[config.mk]
export PLATFORM = sky130hd
export DESIGN_NAME = fetchTop
export DESIGN_NICKNAME = d
export VERILOG_FILES = /design/src/fetchPkg.sv /design/src/addrTranslate.sv /design/src/branchTargetBuffer.sv /design/src/fetchPacket.sv /design/src/fetchTop.sv /design/src/pcRegister.sv
export SDC_FILE = /design/constraint.sdc
export NUM_CORES = 1
export LEC_CHECK = 0
export BUFFER_PORTS_ARGS = -buffer_cell sky130_fd_sc_hd__buf_2
export CAP_MARGIN = 20
export CORE_MARGIN = 5
export CORE_UTILIZATION = 55
export CTS_CLUSTER_SIZE = 14
export DETAILED_ROUTE_END_ITERATION = 7
export HOLD_SLACK_MARGIN = 0.02
export PLACE_DENSITY_LB_ADDON = 0.15
export SYNTH_ARGS = -nofsm -noshare
export SYNTH_HDL_FRONTEND = slang
export SYNTH_SLANG_ARGS = --single-unit
[constraint.sdc]
create_clock -name clk -period 5.9 [get_ports clk]
set_input_delay 0.59 -clock clk [delete_from_list [all_inputs] [get_ports clk]]
set_output_delay 0.59 -clock clk [all_outputs]
set_load 0.005 [all_outputs]
[src/fetchPkg.sv]
package fetchPkg;

    // ------------------------------------------------------------------
    // basic word types
    // ------------------------------------------------------------------

    // data or address word
    typedef logic [31:0] word_t;

    // mips cause.exccode field
    typedef logic [4:0] excCode_t;

    // address error on load or instruction fetch
    localparam excCode_t EXC_ADEL = 5'd4;

    // ------------------------------------------------------------------
    // fetch group geometry
    // ------------------------------------------------------------------

    // four instructions per 16-byte group
    localparam int INST_NUM = 4;

    // cache request index: byte offset, word in group, set
    localparam int INDEX_BITS = 12;

    // one fetch address, read either as a segment or as a cache address
    typedef union packed {
        // fixed-map segment decode
        struct packed {
            logic [2:0]  seg;
            logic [28:0] offset;
        } segView;
        // icache decode, 256 sets of 16-byte lines
        struct packed {
            logic [19:0] tag;
            logic [7:0]  set;
            logic [1:0]  word;
            logic [1:0]  byteOff;
        } cacheView;
    } fetchAddr_u;

    // ------------------------------------------------------------------
    // fixed segment map
    // ------------------------------------------------------------------

    // 0x8000_0000..0x9fff_ffff, unmapped and cached
    localparam logic [2:0] SEG_KSEG0 = 3'b100;

    // 0xa000_0000..0xbfff_ffff, unmapped and uncached
    localparam logic [2:0] SEG_KSEG1 = 3'b101;

    // strips the segment bits off a kseg0/kseg1 address
    localparam word_t PHYS_MASK = 32'h1FFF_FFFF;

endpackage

[src/addrTranslate.sv]
`timescale 1ns/1ps

module addrTranslate (
    input  fetchPkg::word_t vAddr_i,
    output fetchPkg::word_t physAddr_o,
    output logic            cacheable_o
);

    import fetchPkg::*;

    fetchAddr_u vAddr;
    logic isKseg0;
    logic isKseg1;
    logic isKseg;

    // ------------------------------------------------------------------
    // segment decode
    // ------------------------------------------------------------------

    assign vAddr   = vAddr_i;
    assign isKseg0 = vAddr.segView.seg == SEG_KSEG0;
    assign isKseg1 = vAddr.segView.seg == SEG_KSEG1;
    assign isKseg  = isKseg0 | isKseg1;

    // ------------------------------------------------------------------
    // fixed mapping
    // ------------------------------------------------------------------

    // kseg0/kseg1 both window the low 512 MB
    // kuseg and kseg2/3 pass through as there is no tlb
    assign physAddr_o = isKseg ? (vAddr_i & PHYS_MASK) : vAddr_i;

    // only kseg1 bypasses the cache
    assign cacheable_o = ~isKseg1;

endmodule

[src/branchTargetBuffer.sv]
`timescale 1ns/1ps

module branchTargetBuffer #(
    parameter int BTB_ENTRIES = 16
) (
    input  logic            clk,
    input  logic            rst,
    input  fetchPkg::word_t fetchVAddr_i,
    input  logic            fetchAccept_i,
    input  logic            inDelaySlotGroup_i,
    input  logic            updValid_i,
    input  fetchPkg::word_t updPc_i,
    input  fetchPkg::word_t updTarget_i,
    output fetchPkg::word_t predictPc_o,
    output logic            needDelaySlot_o
);

    import fetchPkg::*;

    // group address is pc[31:4]
    localparam int IDX_BITS = $clog2(BTB_ENTRIES);
    localparam int TAG_BITS = 28 - IDX_BITS;

    // table, valid bits are the only control state
    logic [BTB_ENTRIES-1:0] entryValid;
    logic [TAG_BITS-1:0]    tagMem [BTB_ENTRIES];
    logic [1:0]             slotMem [BTB_ENTRIES];
    word_t                  targetMem [BTB_ENTRIES];

    // target of a slot-3 branch, used after its delay slot
    word_t pendingTarget;

    fetchAddr_u lookupAddr;
    fetchAddr_u updAddr;
    logic [27:0] lookupGroup;
    logic [27:0] updGroup;
    logic [IDX_BITS-1:0] lookupIdx;
    logic [IDX_BITS-1:0] updIdx;
    logic hit;
    logic slotEnabled;
    logic slotLast;
    word_t seqPc;

    // ------------------------------------------------------------------
    // lookup
    // ------------------------------------------------------------------

    assign lookupAddr  = fetchVAddr_i;
    assign lookupGroup = {lookupAddr.cacheView.tag, lookupAddr.cacheView.set};
    assign lookupIdx   = lookupGroup[IDX_BITS-1:0];

    assign hit = entryValid[lookupIdx] && (tagMem[lookupIdx] == lookupGroup[27:IDX_BITS]);

    // branch must sit at or after the entry word to be fetched
    assign slotEnabled = slotMem[lookupIdx] >= lookupAddr.cacheView.word;
    assign slotLast    = slotMem[lookupIdx] == 2'd3;

    // fall through to the next 16-byte group
    assign seqPc = {lookupGroup + 28'd1, 4'b0000};

    always_comb begin
        predictPc_o     = seqPc;
        needDelaySlot_o = 1'b0;
        if (inDelaySlotGroup_i) begin
            predictPc_o = pendingTarget;
        end else if (hit && slotEnabled) begin
            if (slotLast) begin
                // delay slot lives in the next group, fetch it first
                needDelaySlot_o = 1'b1;
            end else begin
                predictPc_o = targetMem[lookupIdx];
            end
        end
    end

    // ------------------------------------------------------------------
    // update and pending target
    // ------------------------------------------------------------------

    assign updAddr  = updPc_i;
    assign updGroup = {updAddr.cacheView.tag, updAddr.cacheView.set};
    assign updIdx   = updGroup[IDX_BITS-1:0];

    always_ff @(posedge clk) begin
        if (!rst) begin
            entryValid <= '0;
        end else if (updValid_i) begin
            entryValid[updIdx] <= 1'b1;
        end
    end

    // direct-mapped, newest update overwrites
    always_ff @(posedge clk) begin
        if (updValid_i) begin
            tagMem[updIdx]    <= updGroup[27:IDX_BITS];
            slotMem[updIdx]   <= updAddr.cacheView.word;
            targetMem[updIdx] <= updTarget_i;
        end
        if (fetchAccept_i && needDelaySlot_o) begin
            pendingTarget <= targetMem[lookupIdx];
        end
    end

    // the accepted slot-3 group is followed by a delay-slot group
    // in pcRegister, and that group never asks for another one
    assert property (@(posedge clk) disable iff (!rst)
        fetchAccept_i && needDelaySlot_o |=> inDelaySlotGroup_i && !needDelaySlot_o);

endmodule

[src/fetchPacket.sv]
`timescale 1ns/1ps

module fetchPacket (
    input  logic                          clk,
    input  logic                          rst,
    input  logic                          fetchAccept_i,
    input  fetchPkg::word_t               physAddr_i,
    input  logic                          cacheable_i,
    input  logic [fetchPkg::INST_NUM-1:0] instEnable_i,
    input  logic                          hasException_i,
    input  fetchPkg::excCode_t            excCode_i,
    output logic                          fetchValid_o,
    output fetchPkg::word_t               fetchPAddr_o,
    output logic                          fetchCached_o,
    output logic [fetchPkg::INST_NUM-1:0] fetchInstEnable_o,
    output logic                          fetchHasExc_o,
    output fetchPkg::excCode_t            fetchExcCode_o
);

    // ------------------------------------------------------------------
    // valid strobe
    // ------------------------------------------------------------------

    // one pulse per accepted group
    always_ff @(posedge clk) begin
        if (!rst) begin
            fetchValid_o <= 1'b0;
        end else begin
            fetchValid_o <= fetchAccept_i;
        end
    end

    // ------------------------------------------------------------------
    // packet fields
    // ------------------------------------------------------------------

    always_ff @(posedge clk) begin
        if (fetchAccept_i) begin
            // an excepting group carries no address and starts no fill downstream
            if (hasException_i) begin
                fetchPAddr_o  <= '0;
                fetchCached_o <= 1'b0;
            end else begin
                fetchPAddr_o  <= physAddr_i;
                fetchCached_o <= cacheable_i;
            end
            fetchInstEnable_o <= instEnable_i;
            fetchHasExc_o     <= hasException_i;
            fetchExcCode_o    <= excCode_i;
        end
    end

    // an excepting packet never wants a slot
    assert property (@(posedge clk) disable iff (!rst)
        fetchValid_o && fetchHasExc_o |-> fetchInstEnable_o == '0);

endmodule

[src/fetchTop.sv]
`timescale 1ns/1ps

module fetchTop #(
    parameter fetchPkg::word_t START_PC    = 32'hBFC0_0000,
    parameter int              BTB_ENTRIES = 16
) (
    input  logic                            clk,
    input  logic                            rst,
    input  logic                            stopFetch_i,
    input  logic                            instIndexOk_i,
    input  logic                            flush_i,
    input  fetchPkg::word_t                 correctPc_i,
    input  logic                            excOccur_i,
    input  fetchPkg::word_t                 excPc_i,
    input  logic                            btbUpdValid_i,
    input  fetchPkg::word_t                 btbUpdPc_i,
    input  fetchPkg::word_t                 btbUpdTarget_i,
    output logic                            instReq_o,
    output logic [fetchPkg::INDEX_BITS-1:0] instIndex_o,
    output fetchPkg::word_t                 fetchVAddr_o,
    output logic                            fetchValid_o,
    output fetchPkg::word_t                 fetchPAddr_o,
    output logic                            fetchCached_o,
    output logic [fetchPkg::INST_NUM-1:0]   fetchInstEnable_o,
    output logic                            fetchHasExc_o,
    output fetchPkg::excCode_t              fetchExcCode_o
);

    import fetchPkg::*;

    // pc to predictor and packet
    logic fetchAccept;
    logic inDelaySlotGroup;
    logic [INST_NUM-1:0] instEnable;
    logic hasException;
    excCode_t excCode;

    // predictor back to pc
    word_t predictPc;
    logic needDelaySlot;

    // translation to packet
    word_t physAddr;
    logic cacheable;

    // ------------------------------------------------------------------
    // pc and prediction loop
    // ------------------------------------------------------------------

    pcRegister #(
        .START_PC(START_PC)
    ) pcRegister_i (
        .clk                (clk),
        .rst                (rst),
        .stopFetch_i        (stopFetch_i),
        .instIndexOk_i      (instIndexOk_i),
        .flush_i            (flush_i),
        .correctPc_i        (correctPc_i),
        .excOccur_i         (excOccur_i),
        .excPc_i            (excPc_i),
        .predictPc_i        (predictPc),
        .needDelaySlot_i    (needDelaySlot),
        .instReq_o          (instReq_o),
        .instIndex_o        (instIndex_o),
        .fetchVAddr_o       (fetchVAddr_o),
        .fetchAccept_o      (fetchAccept),
        .inDelaySlotGroup_o (inDelaySlotGroup),
        .instEnable_o       (instEnable),
        .hasException_o     (hasException),
        .excCode_o          (excCode)
    );

    branchTargetBuffer #(
        .BTB_ENTRIES(BTB_ENTRIES)
    ) branchTargetBuffer_i (
        .clk                (clk),
        .rst                (rst),
        .fetchVAddr_i       (fetchVAddr_o),
        .fetchAccept_i      (fetchAccept),
        .inDelaySlotGroup_i (inDelaySlotGroup),
        .updValid_i         (btbUpdValid_i),
        .updPc_i            (btbUpdPc_i),
        .updTarget_i        (btbUpdTarget_i),
        .predictPc_o        (predictPc),
        .needDelaySlot_o    (needDelaySlot)
    );

    // ------------------------------------------------------------------
    // translation and packet
    // ------------------------------------------------------------------

    addrTranslate addrTranslate_i (
        .vAddr_i     (fetchVAddr_o),
        .physAddr_o  (physAddr),
        .cacheable_o (cacheable)
    );

    fetchPacket fetchPacket_i (
        .clk               (clk),
        .rst               (rst),
        .fetchAccept_i     (fetchAccept),
        .physAddr_i        (physAddr),
        .cacheable_i       (cacheable),
        .instEnable_i      (instEnable),
        .hasException_i    (hasException),
        .excCode_i         (excCode),
        .fetchValid_o      (fetchValid_o),
        .fetchPAddr_o      (fetchPAddr_o),
        .fetchCached_o     (fetchCached_o),
        .fetchInstEnable_o (fetchInstEnable_o),
        .fetchHasExc_o     (fetchHasExc_o),
        .fetchExcCode_o    (fetchExcCode_o)
    );

endmodule

[src/pcRegister.sv]
`timescale 1ns/1ps

module pcRegister #(
    parameter fetchPkg::word_t START_PC = 32'hBFC0_0000
) (
    input  logic                            clk,
    input  logic                            rst,
    input  logic                            stopFetch_i,
    input  logic                            instIndexOk_i,
    input  logic                            flush_i,
    input  fetchPkg::word_t                 correctPc_i,
    input  logic                            excOccur_i,
    input  fetchPkg::word_t                 excPc_i,
    input  fetchPkg::word_t                 predictPc_i,
    input  logic                            needDelaySlot_i,
    output logic                            instReq_o,
    output logic [fetchPkg::INDEX_BITS-1:0] instIndex_o,
    output fetchPkg::word_t                 fetchVAddr_o,
    output logic                            fetchAccept_o,
    output logic                            inDelaySlotGroup_o,
    output logic [fetchPkg::INST_NUM-1:0]   instEnable_o,
    output logic                            hasException_o,
    output fetchPkg::excCode_t              excCode_o
);

    import fetchPkg::*;

    // unaligned fetch pc with word bits kept for the enables
    fetchAddr_u pc;
    // request gate that comes up one cycle after reset release
    logic fetchEn;
    logic redirect;
    logic accepted;
    logic pcLoad;
    word_t nextPc;
    logic misaligned;
    logic [INST_NUM-1:0] posEnable;

    // ------------------------------------------------------------------
    // next pc selection
    // ------------------------------------------------------------------

    // exception from writeback beats a branch recovery
    assign redirect = excOccur_i | flush_i;
    assign nextPc   = excOccur_i ? excPc_i :
                      flush_i    ? correctPc_i :
                                   predictPc_i;

    // cache took the index this cycle
    assign accepted      = instReq_o & instIndexOk_i;
    assign pcLoad        = accepted | redirect;
    // a redirect in the same cycle kills the group
    assign fetchAccept_o = accepted & ~redirect;

    always_ff @(posedge clk) begin
        if (!rst) begin
            fetchEn <= 1'b0;
        end else begin
            fetchEn <= 1'b1;
        end
    end

    always_ff @(posedge clk) begin
        if (!rst) begin
            pc                 <= START_PC;
            inDelaySlotGroup_o <= 1'b0;
        end else if (pcLoad) begin
            pc                 <= nextPc;
            // only a predicted group can be a lone delay slot
            inDelaySlotGroup_o <= needDelaySlot_i & ~redirect;
        end
    end

    // ------------------------------------------------------------------
    // cache request and group decode
    // ------------------------------------------------------------------

    // instruction buffer full holds requests off
    assign instReq_o = fetchEn & ~stopFetch_i;

    // group aligned with byte bits left in for the alignment check
    assign fetchVAddr_o = {pc.cacheView.tag, pc.cacheView.set, 2'b00, pc.cacheView.byteOff};
    assign instIndex_o  = fetchVAddr_o[INDEX_BITS-1:0];

    // slots from the entry word upwards
    assign posEnable = {INST_NUM{1'b1}} << pc.cacheView.word;

    // any byte offset is an address error
    assign misaligned = |pc.cacheView.byteOff;

    always_comb begin
        if (misaligned) begin
            instEnable_o = '0;
        end else if (inDelaySlotGroup_o) begin
            // delay slot only
            instEnable_o = {{(INST_NUM-1){1'b0}}, 1'b1};
        end else begin
            instEnable_o = posEnable;
        end
    end

    assign hasException_o = misaligned;
    assign excCode_o      = misaligned ? EXC_ADEL : '0;

    // a delay-slot group is the aligned next group entered at word 0
    assert property (@(posedge clk) disable iff (!rst)
        inDelaySlotGroup_o |-> (pc.cacheView.word == 2'd0) && !hasException_o);

endmodule

==> flow_summary_export.csv, run 1 <==
group,metric,value,unit
status,status,"finished, final reports clean",
worst_setup_path,crit_arrival,4910,ps
place,gp_congestion,0.894,
logic_synthesis,synth.largest_area_cell,"edfxtp_1",
worst_setup_path,cp_cell_sequence,"buf_4 -> mux4_2 -> mux4_2 -> xnor2_1 -> nand2b_1 -> a2111oi_0 -> and4b_1 -> nand4_1 -> nor4_4 -> buf_4",
clock_tree,cts_made_buffers,105,
grt,grt_pass1_wl,157,mm
worst_setup_path,crit_path_start_kind,"flop",
worst_setup_path,cpMaxStageDelayCell,"dfxtp_4",
worst_setup_path,max_stage_delay,890,ps
clock_tree,clk_latency,670,ps
logic_synthesis,yosys.cell_types.count,68,
clock_tree,cts_setup_buffers,0,
clock_tree,ctsHoldBuffers,0,
floorplan,io_pins,224,
logic_synthesis,ys_seq_area_frac,0.735,
clock_tree,post_cts_resized,0,
logic_synthesis,syn_area,42200,um^2
timing,finalSetupViolCount,0,
grt,overflow,0,
clock_tree,path_clk_slew,60,ps
logic_synthesis,synth_edf_count,996,
routing,routedWlPerCell,30.8,um
clock_tree,clock_path_buffers,3,
clock_tree,cts_tree,"yes",
pwr,switching_share,0.224,
worst_setup_path,crit_fanout,47,
logic_synthesis,yosysWarnings,0,
timing,fmaxAchievable,216,MHz
final_layout,utilization,0.629,
floorplan,dieWidth,287,um
grt,grt.total_usage,0.264,
pwr,p_switching,3670,uW
timing,rsz0062_at_grt,"false",
final_layout,seqCellArea,31000,um^2
pwr,vdd_drop_max,0.224,mV
pwr,seqPwrFrac,0.517,
final_layout,n_fill_cell,5297,
pwr,power.leakage,0.0156,uW
logic_synthesis,yosysMostFrequentCell,"edfxtp_1",
logic_synthesis,synthTopCellsByCount,"edfxtp_1, mux4_2, nand2_1",
grt,antenna_found_initial,8,
worst_setup_path,worst_ep_required_time,6190,ps
final_layout,final_net_count,2538,
logic_synthesis,ys_top_cells_by_area,"edfxtp_1, mux4_2, dfxtp_1, mux2i_1, buf_4",
pwr,combPwrFrac,0.084,
pwr,power_density,344,nW/um^2
logic_synthesis,ys_ff_latch,1051,
timing,tns,0,ps
pwr,power_frac_clock,0.400,
timing,worst_slew_pin_slew,1180,ps
clock_tree,clockRootBuffer,"clkbuf_16",
routing,wirelength,109,mm
timing,fin_skew,23.9,ps
timing,period_share,0.784,
grt,grt_max_degree,102,
final_layout,drive_gt1_frac,0.295,
clock_tree,cts.sinks,1051,
routing,drc,0,
floorplan,core-area,75900,um^2
hold_path,hold_path_class,"input port to flop",
routing,viasPerCell,6.35,
floorplan,dieHeight,287,um
routing,ant_nets,0,
timing,slew_headroom,0.202,
worst_setup_path,setup.worst_path.class,"flop to flop",
floorplan,fp-row-count,101,
clock_tree,ctsHtreeMaxLevel,3,
routing,drtIter0Drc,2849,
logic_synthesis,netlist_instances,2177,
worst_setup_path,cp.buffers_inverters,2,
logic_synthesis,ys.flop_type,"edfxtp_1",
worst_setup_path,end_kind,"flop",
timing,hold_slack,268,ps
logic_synthesis,yosysTopAreaCellShare,0.709,
floorplan,fp.dieArea,82300,um^2
final_layout,syn_to_final_growth,13.2,%
final_layout,multi_input_area,10200,um^2
logic_synthesis,avgSynthCellArea,19.4,um^2
floorplan,initial_utilization,0.556,
flow_run,drv_cap,0,
logic_synthesis,async_flop_share,0,
timing,finalCriticalPeriod,4630,ps
timing,hold_viol,0,
pwr,power.internal,12800,uW
place,hpwl,65.5,mm
routing,vias,22400,
routing,drt_first_pass_iters,6,
worst_setup_path,crit_family,"buffers and inverters",
grt,grt_pass1_vias,22600,
timing,maxSlewViolCount,0,
place,port_buffers,211,
-- logic make-up (layout without fill, tap and decap cells) --
family | count (synthesis) | count (layout) | synth area share
xor gates and xnor gates | 52 | 52 | 0.0108
adders and majority gates | 1 | 1 | 0.000297
muxes | 327 | 327 | 0.154
DFF | 1051 | 1051 | 0.735
AOI/OAI and AO/OA | 234 | 234 | 0.0370
other | 1 | 16 | 0.0000889
buffers and inverters | 199 | 502 | 0.0263
and+or+nand+nor | 312 | 312 | 0.0368
-- final cells by class --
class,instances,area share
Antenna cell,4,0.000210
Clock inverter,49,0.0102
Inverter,19,0.00155
Sequential cell,1051,0.650
Tap cell,1030,0.0270
Multi-Input combinational cell,938,0.214
Clock buffer,147,0.0611
Timing Repair Buffer,287,0.0359
-- power groups by stage --
stage / registers [uW] / clock network (uW) / logic (uW)
2_1_floorplan: 8540 / 0 / 964
3_3_place_gp: 8630 / 0 / 1350
3_5_place_dp: 8650 / 0 / 1370
4_1_cts: 8490 / 6640 / 1380
5_1_grt: 8500 / 6980 / 1470
6_report: 8490 / 6560 / 1370
-- routing by layer --
metal  share of wire  GRT usage  vias up
met2            0.48      0.416     1110
met3           0.093     0.0509      170
met5         0.00042          0        -
met1            0.40      0.387    11800
met4           0.028     0.0748        6
li1                -          -     9263
-- layout by cell type (no fill, tap or decap), drive strengths merged, types with 5 or more instances in the layout --
cell    instances
o31ai          16
o22ai           5
and3            5
nand2b         10
a31oi          12
nor2b          19
mux4          256
xor2           21
o21ai          59
nand4          17
a221oi          7
conb           12
edfxtp        996
o21a           17
o311ai          6
nand3b          8
xnor2          31
clkbuf        147
and2           29
a22oi           9
bufinv          8
mux2i          67
o211ai          9
dfxtp          55
buf           287
nand3          22
a21oi          49
and4            5
nor3           20
nand2          82
a32o            6
or3             7
clkinv         31
nor2           75
inv            25
-- state kept, by name, indices dropped and copies added, names as in the netlist, named ones only --
register,count
fetchPacket_i.fetchInstEnable_o,4
fetchPacket_i.fetchValid_o,1
branchTargetBuffer_i.pendingTarget,32
fetchPacket_i.fetchCached_o,1
branchTargetBuffer_i.targetMem,512
branchTargetBuffer_i.entryValid,16
pcRegister_i.inDelaySlotGroup_o,1
fetchPacket_i.fetchHasExc_o,1
fetchPacket_i.fetchPAddr_o,30
branchTargetBuffer_i.slotMem,32
pcRegister_i.pc,32
pcRegister_i.fetchEn,1
branchTargetBuffer_i.tagMem,384
-- per-stage QoR --
step | cells | power, uW | setup slack [ps] | instance area (um^2)
after detailed placement | 3325 | 10000 | 1290 | 44300
after CTS | 3521 | 16500 | 1250 | 47700
after global placement | 3324 | 9980 | 1270 | 44300
final | 3525 | 16400 | 1270 | 47700
after global routing | 3521 | 16900 | 1030 | 47700
after floorplan | 2188 | 9500 | 249 | 42200
-- worst paths after layout --
check / end / slack (ps) / startpoint / cells after the start
min: pcRegister_i.pc[17] / 270 / excPc_i[17] / 3
max reg2reg: branchTargetBuffer_i.pendingTarget[20] / 1270 / flop / 10
min reg2reg: branchTargetBuffer_i.entryValid[10] / 470 / branchTargetBuffer_i.entryValid[10] / 1
max: branchTargetBuffer_i.pendingTarget[20] / 1270 / flop / 10
-- tightest hold or removal path, delay by kind of cell --
| kind | cells | cell delay (ps) |
|---|---|---|
| buf+inv | 1 | 120 |
| simple gates | 1 | 80 |
| compound gates | 1 | 100 |
(Power assumes the default switching activity.)
==> inputs of run 2 (changes only) <==
==> constraint.sdc (replaced) <==
create_clock -name clk -period 4 [get_ports clk]
set_input_delay 0.4 -clock clk [delete_from_list [all_inputs] [get_ports clk]]
set_output_delay 0.4 -clock clk [all_outputs]
set_load 0.005 [all_outputs]
==> run 2 against run 1 <==
  * Sequential share of layout area fell by 0.96 points
  * Total power rose by 50%
  * Sequential cell count did not move
  * Hold slack got worse by 180 ps
  * Via count rose by 1.1%
  * Maximum frequency rose by 19%
  * Non-clock buffer count rose by 34
  * First-iteration DRC count fell by 1.6%
  * Critical path type unchanged
==> flow_summary_export.csv, run 2 (synthesized netlist as in run 1, its figures left out) <==
group,metric,value,unit
hold_path,hold_path_class,"input port to flop",
timing,period_share,0.969,
grt,overflow,0,
clock_tree,ctsHoldBuffers,0,
place,gp_congestion,0.888,
final_layout,final_net_count,2572,
worst_setup_path,crit_path_start_kind,"flop",
routing,vias,22600,
final_layout,top_regs,"branchTargetBuffer_i.targetMem (512), branchTargetBuffer_i.tagMem (384)",
final_layout,drive_gt1_frac,0.306,
worst_setup_path,end_kind,"flop",
floorplan,core-area,75900,um^2
timing,finalSetupViolCount,0,
clock_tree,cts.sinks,1051,
timing,tns,0,ps
pwr,p_switching,5470,uW
pwr,switching_share,0.222,
pwr,finalPower,24700,uW
final_layout,utilization,0.638,
routing,routedWlPerCell,30.9,um
floorplan,fp-row-count,101,
clock_tree,clockRootBuffer,"clkbuf_16",
place,port_buffers,211,
pwr,power.leakage,0.0159,uW
final_layout,seqCellArea,31000,um^2
hold_path,holdPathEnd,"pcRegister_i.pc[18]",
worst_setup_path,crit_fanout,33,
worst_setup_path,worst_ep_required_time,4340,ps
pwr,vdd_drop_max,0.344,mV
timing,fmaxAchievable,258,MHz
pwr,combPwrFrac,0.089,
worst_setup_path,max_stage_delay,600,ps
worst_setup_path,crit_arrival,4220,ps
final_layout,multi_input_area,10300,um^2
place,dp.cells,3355,
floorplan,initial_utilization,0.556,
grt,grt_pass1_wl,159,mm
worst_setup_path,cp_cell_sequence,"buf_12 -> buf_4 -> buf_4 -> mux2i_1 -> a22o_1 -> o211a_1 -> or3_1 -> a2111oi_1 -> nand4_1 -> nor4_4 -> buf_12",
final_layout,largest_register_ff_count,512,
clock_tree,clock_path_buffers,3,
floorplan,dieWidth,287,um
pwr,power.internal,19200,uW
grt,grt.total_usage,0.269,
floorplan,fp.dieArea,82300,um^2
final_layout,syn_to_final_growth,14.9,%
timing,finalCriticalPeriod,3880,ps
pwr,power_density,509,nW/um^2
worst_setup_path,ff2ff_setup_slack,120,ps
timing,rsz0062_at_grt,"false",
timing,fin_skew,32.5,ps
worst_setup_path,setup.worst_path.class,"flop to flop",
routing,viasPerCell,6.35,
clock_tree,cts_tree,"yes",
routing,ant_nets,0,
worst_setup_path,reg2regPathDepth,11,
status,status,"finished, final reports clean",
timing,hold_viol,0,
worst_setup_path,reg2reg_to,"branchTargetBuffer_i.pendingTarget[4]",
floorplan,dieHeight,287,um
grt,grt_pass1_vias,22800,
timing,maxSlewViolCount,0,
clock_tree,cts_made_buffers,105,
hold_path,worstHoldStart,"excPc_i[18]",
routing,drt_first_pass_iters,7,
final_layout,n_fill_cell,5210,
final_layout,final_cell_mix,"edfxtp_1, mux4_2, buf_2",
timing,worst_slew_pin_slew,1170,ps
clock_tree,clk_latency,670,ps
timing,slew_headroom,0.209,
final_layout,final_cells,3561,
final_layout,top_register,"branchTargetBuffer_i.targetMem",
routing,drc,0,
flow_run,drv_cap,0,
hold_path,hold_depth,4,
routing,wirelength,110,mm
worst_setup_path,cpMaxStageDelayCell,"dfxtp_4",
pwr,power_frac_clock,0.406,
routing,drtIter0Drc,2804,
floorplan,io_pins,224,
clock_tree,path_clk_slew,60,ps
place,hpwl,66.7,mm
pwr,seqPwrFrac,0.505,
clock_tree,ctsHtreeMaxLevel,3,
grt,antenna_found_initial,15,
final_layout,layout_commonest_cell,"edfxtp_1",
grt,grt_max_degree,69,
-- run 2: cell types whose count changed in the layout (fill, tap and decap cells not counted), moves of 4 or more --
cell       change
clkbuf_8       -9
buf_4         +13
nor3_4         +4
nor3_2         -4
clkinv_1       +8
clkbuf_1       -8
bufinv_16      +8
buf_12        +21
-- run 2: area by class of cell --
cell class | instances | share of cell area
timing repair buffer | 321 | 0.0461
sequential | 1051 | 0.640
antenna | 6 | 0.000310
multi-input combinational | 938 | 0.212
clock buffer | 130 | 0.0570
inverter | 19 | 0.00152
tap | 1030 | 0.0266
clock inverter | 66 | 0.0160
-- run 2: timing repair --
item,CTS,global route
setup buffers,0,4
gates resized for setup,2,1
gates cloned,0,0
setup endpoints to repair,1,39
-- run 2: metrics by stage --
step                      worst slack (ps)  hold slack (ps)  area (um^2)
final                                  124             92.7        48500
after global routing                 0.873             90.7        48500
after CTS                             46.5             56.1        48400
after detailed placement              3.44              450        44900
after global placement                14.0              441        44900
after floorplan                       3.09              428        42300
-- run 2: how the worst max path moves through the flow --
stage | to | cells past startpoint
after floorplan | branchTargetBuffer_i.pendingTarget[0] | 8
after global placement | pcRegister_i.pc[14] | 12
after detailed placement | pcRegister_i.pc[14] | 12
after CTS | branchTargetBuffer_i.pendingTarget[11] | 11
after global routing | pcRegister_i.pc[1] | 11
final | branchTargetBuffer_i.pendingTarget[4] | 11
-- run 2: power groups by stage --
stage / Sequential (uW) / Clock, uW / Combinational (uW)
after floorplan: 12600 / 0 / 1440
after global placement: 12700 / 0 / 2130
after detailed placement: 12700 / 0 / 2170
after CTS: 12500 / 10200 / 2170
after global routing: 12500 / 10600 / 2320
final: 12500 / 10000 / 2190
-- run 2: critical path: cells and delay by family (launching register included) --
family / cells / cell delay (ps)
AOI/OAI and AO/OA: 3 / 1010
buffers and inverters: 4 / 970
and+or+nand+nor: 3 / 830
DFF: 1 / 600
muxes: 1 / 70
-- run 2: routing by layer --
layer	wire (um)	part of all wire	up-vias	GRT usage
met5	79	0.00072	-	0
met4	3010	0.027	12	0.0780
met3	10800	0.098	212	0.0589
met2	52700	0.48	1201	0.427
met1	43500	0.39	11800	0.386
li1	-	-	9361	-
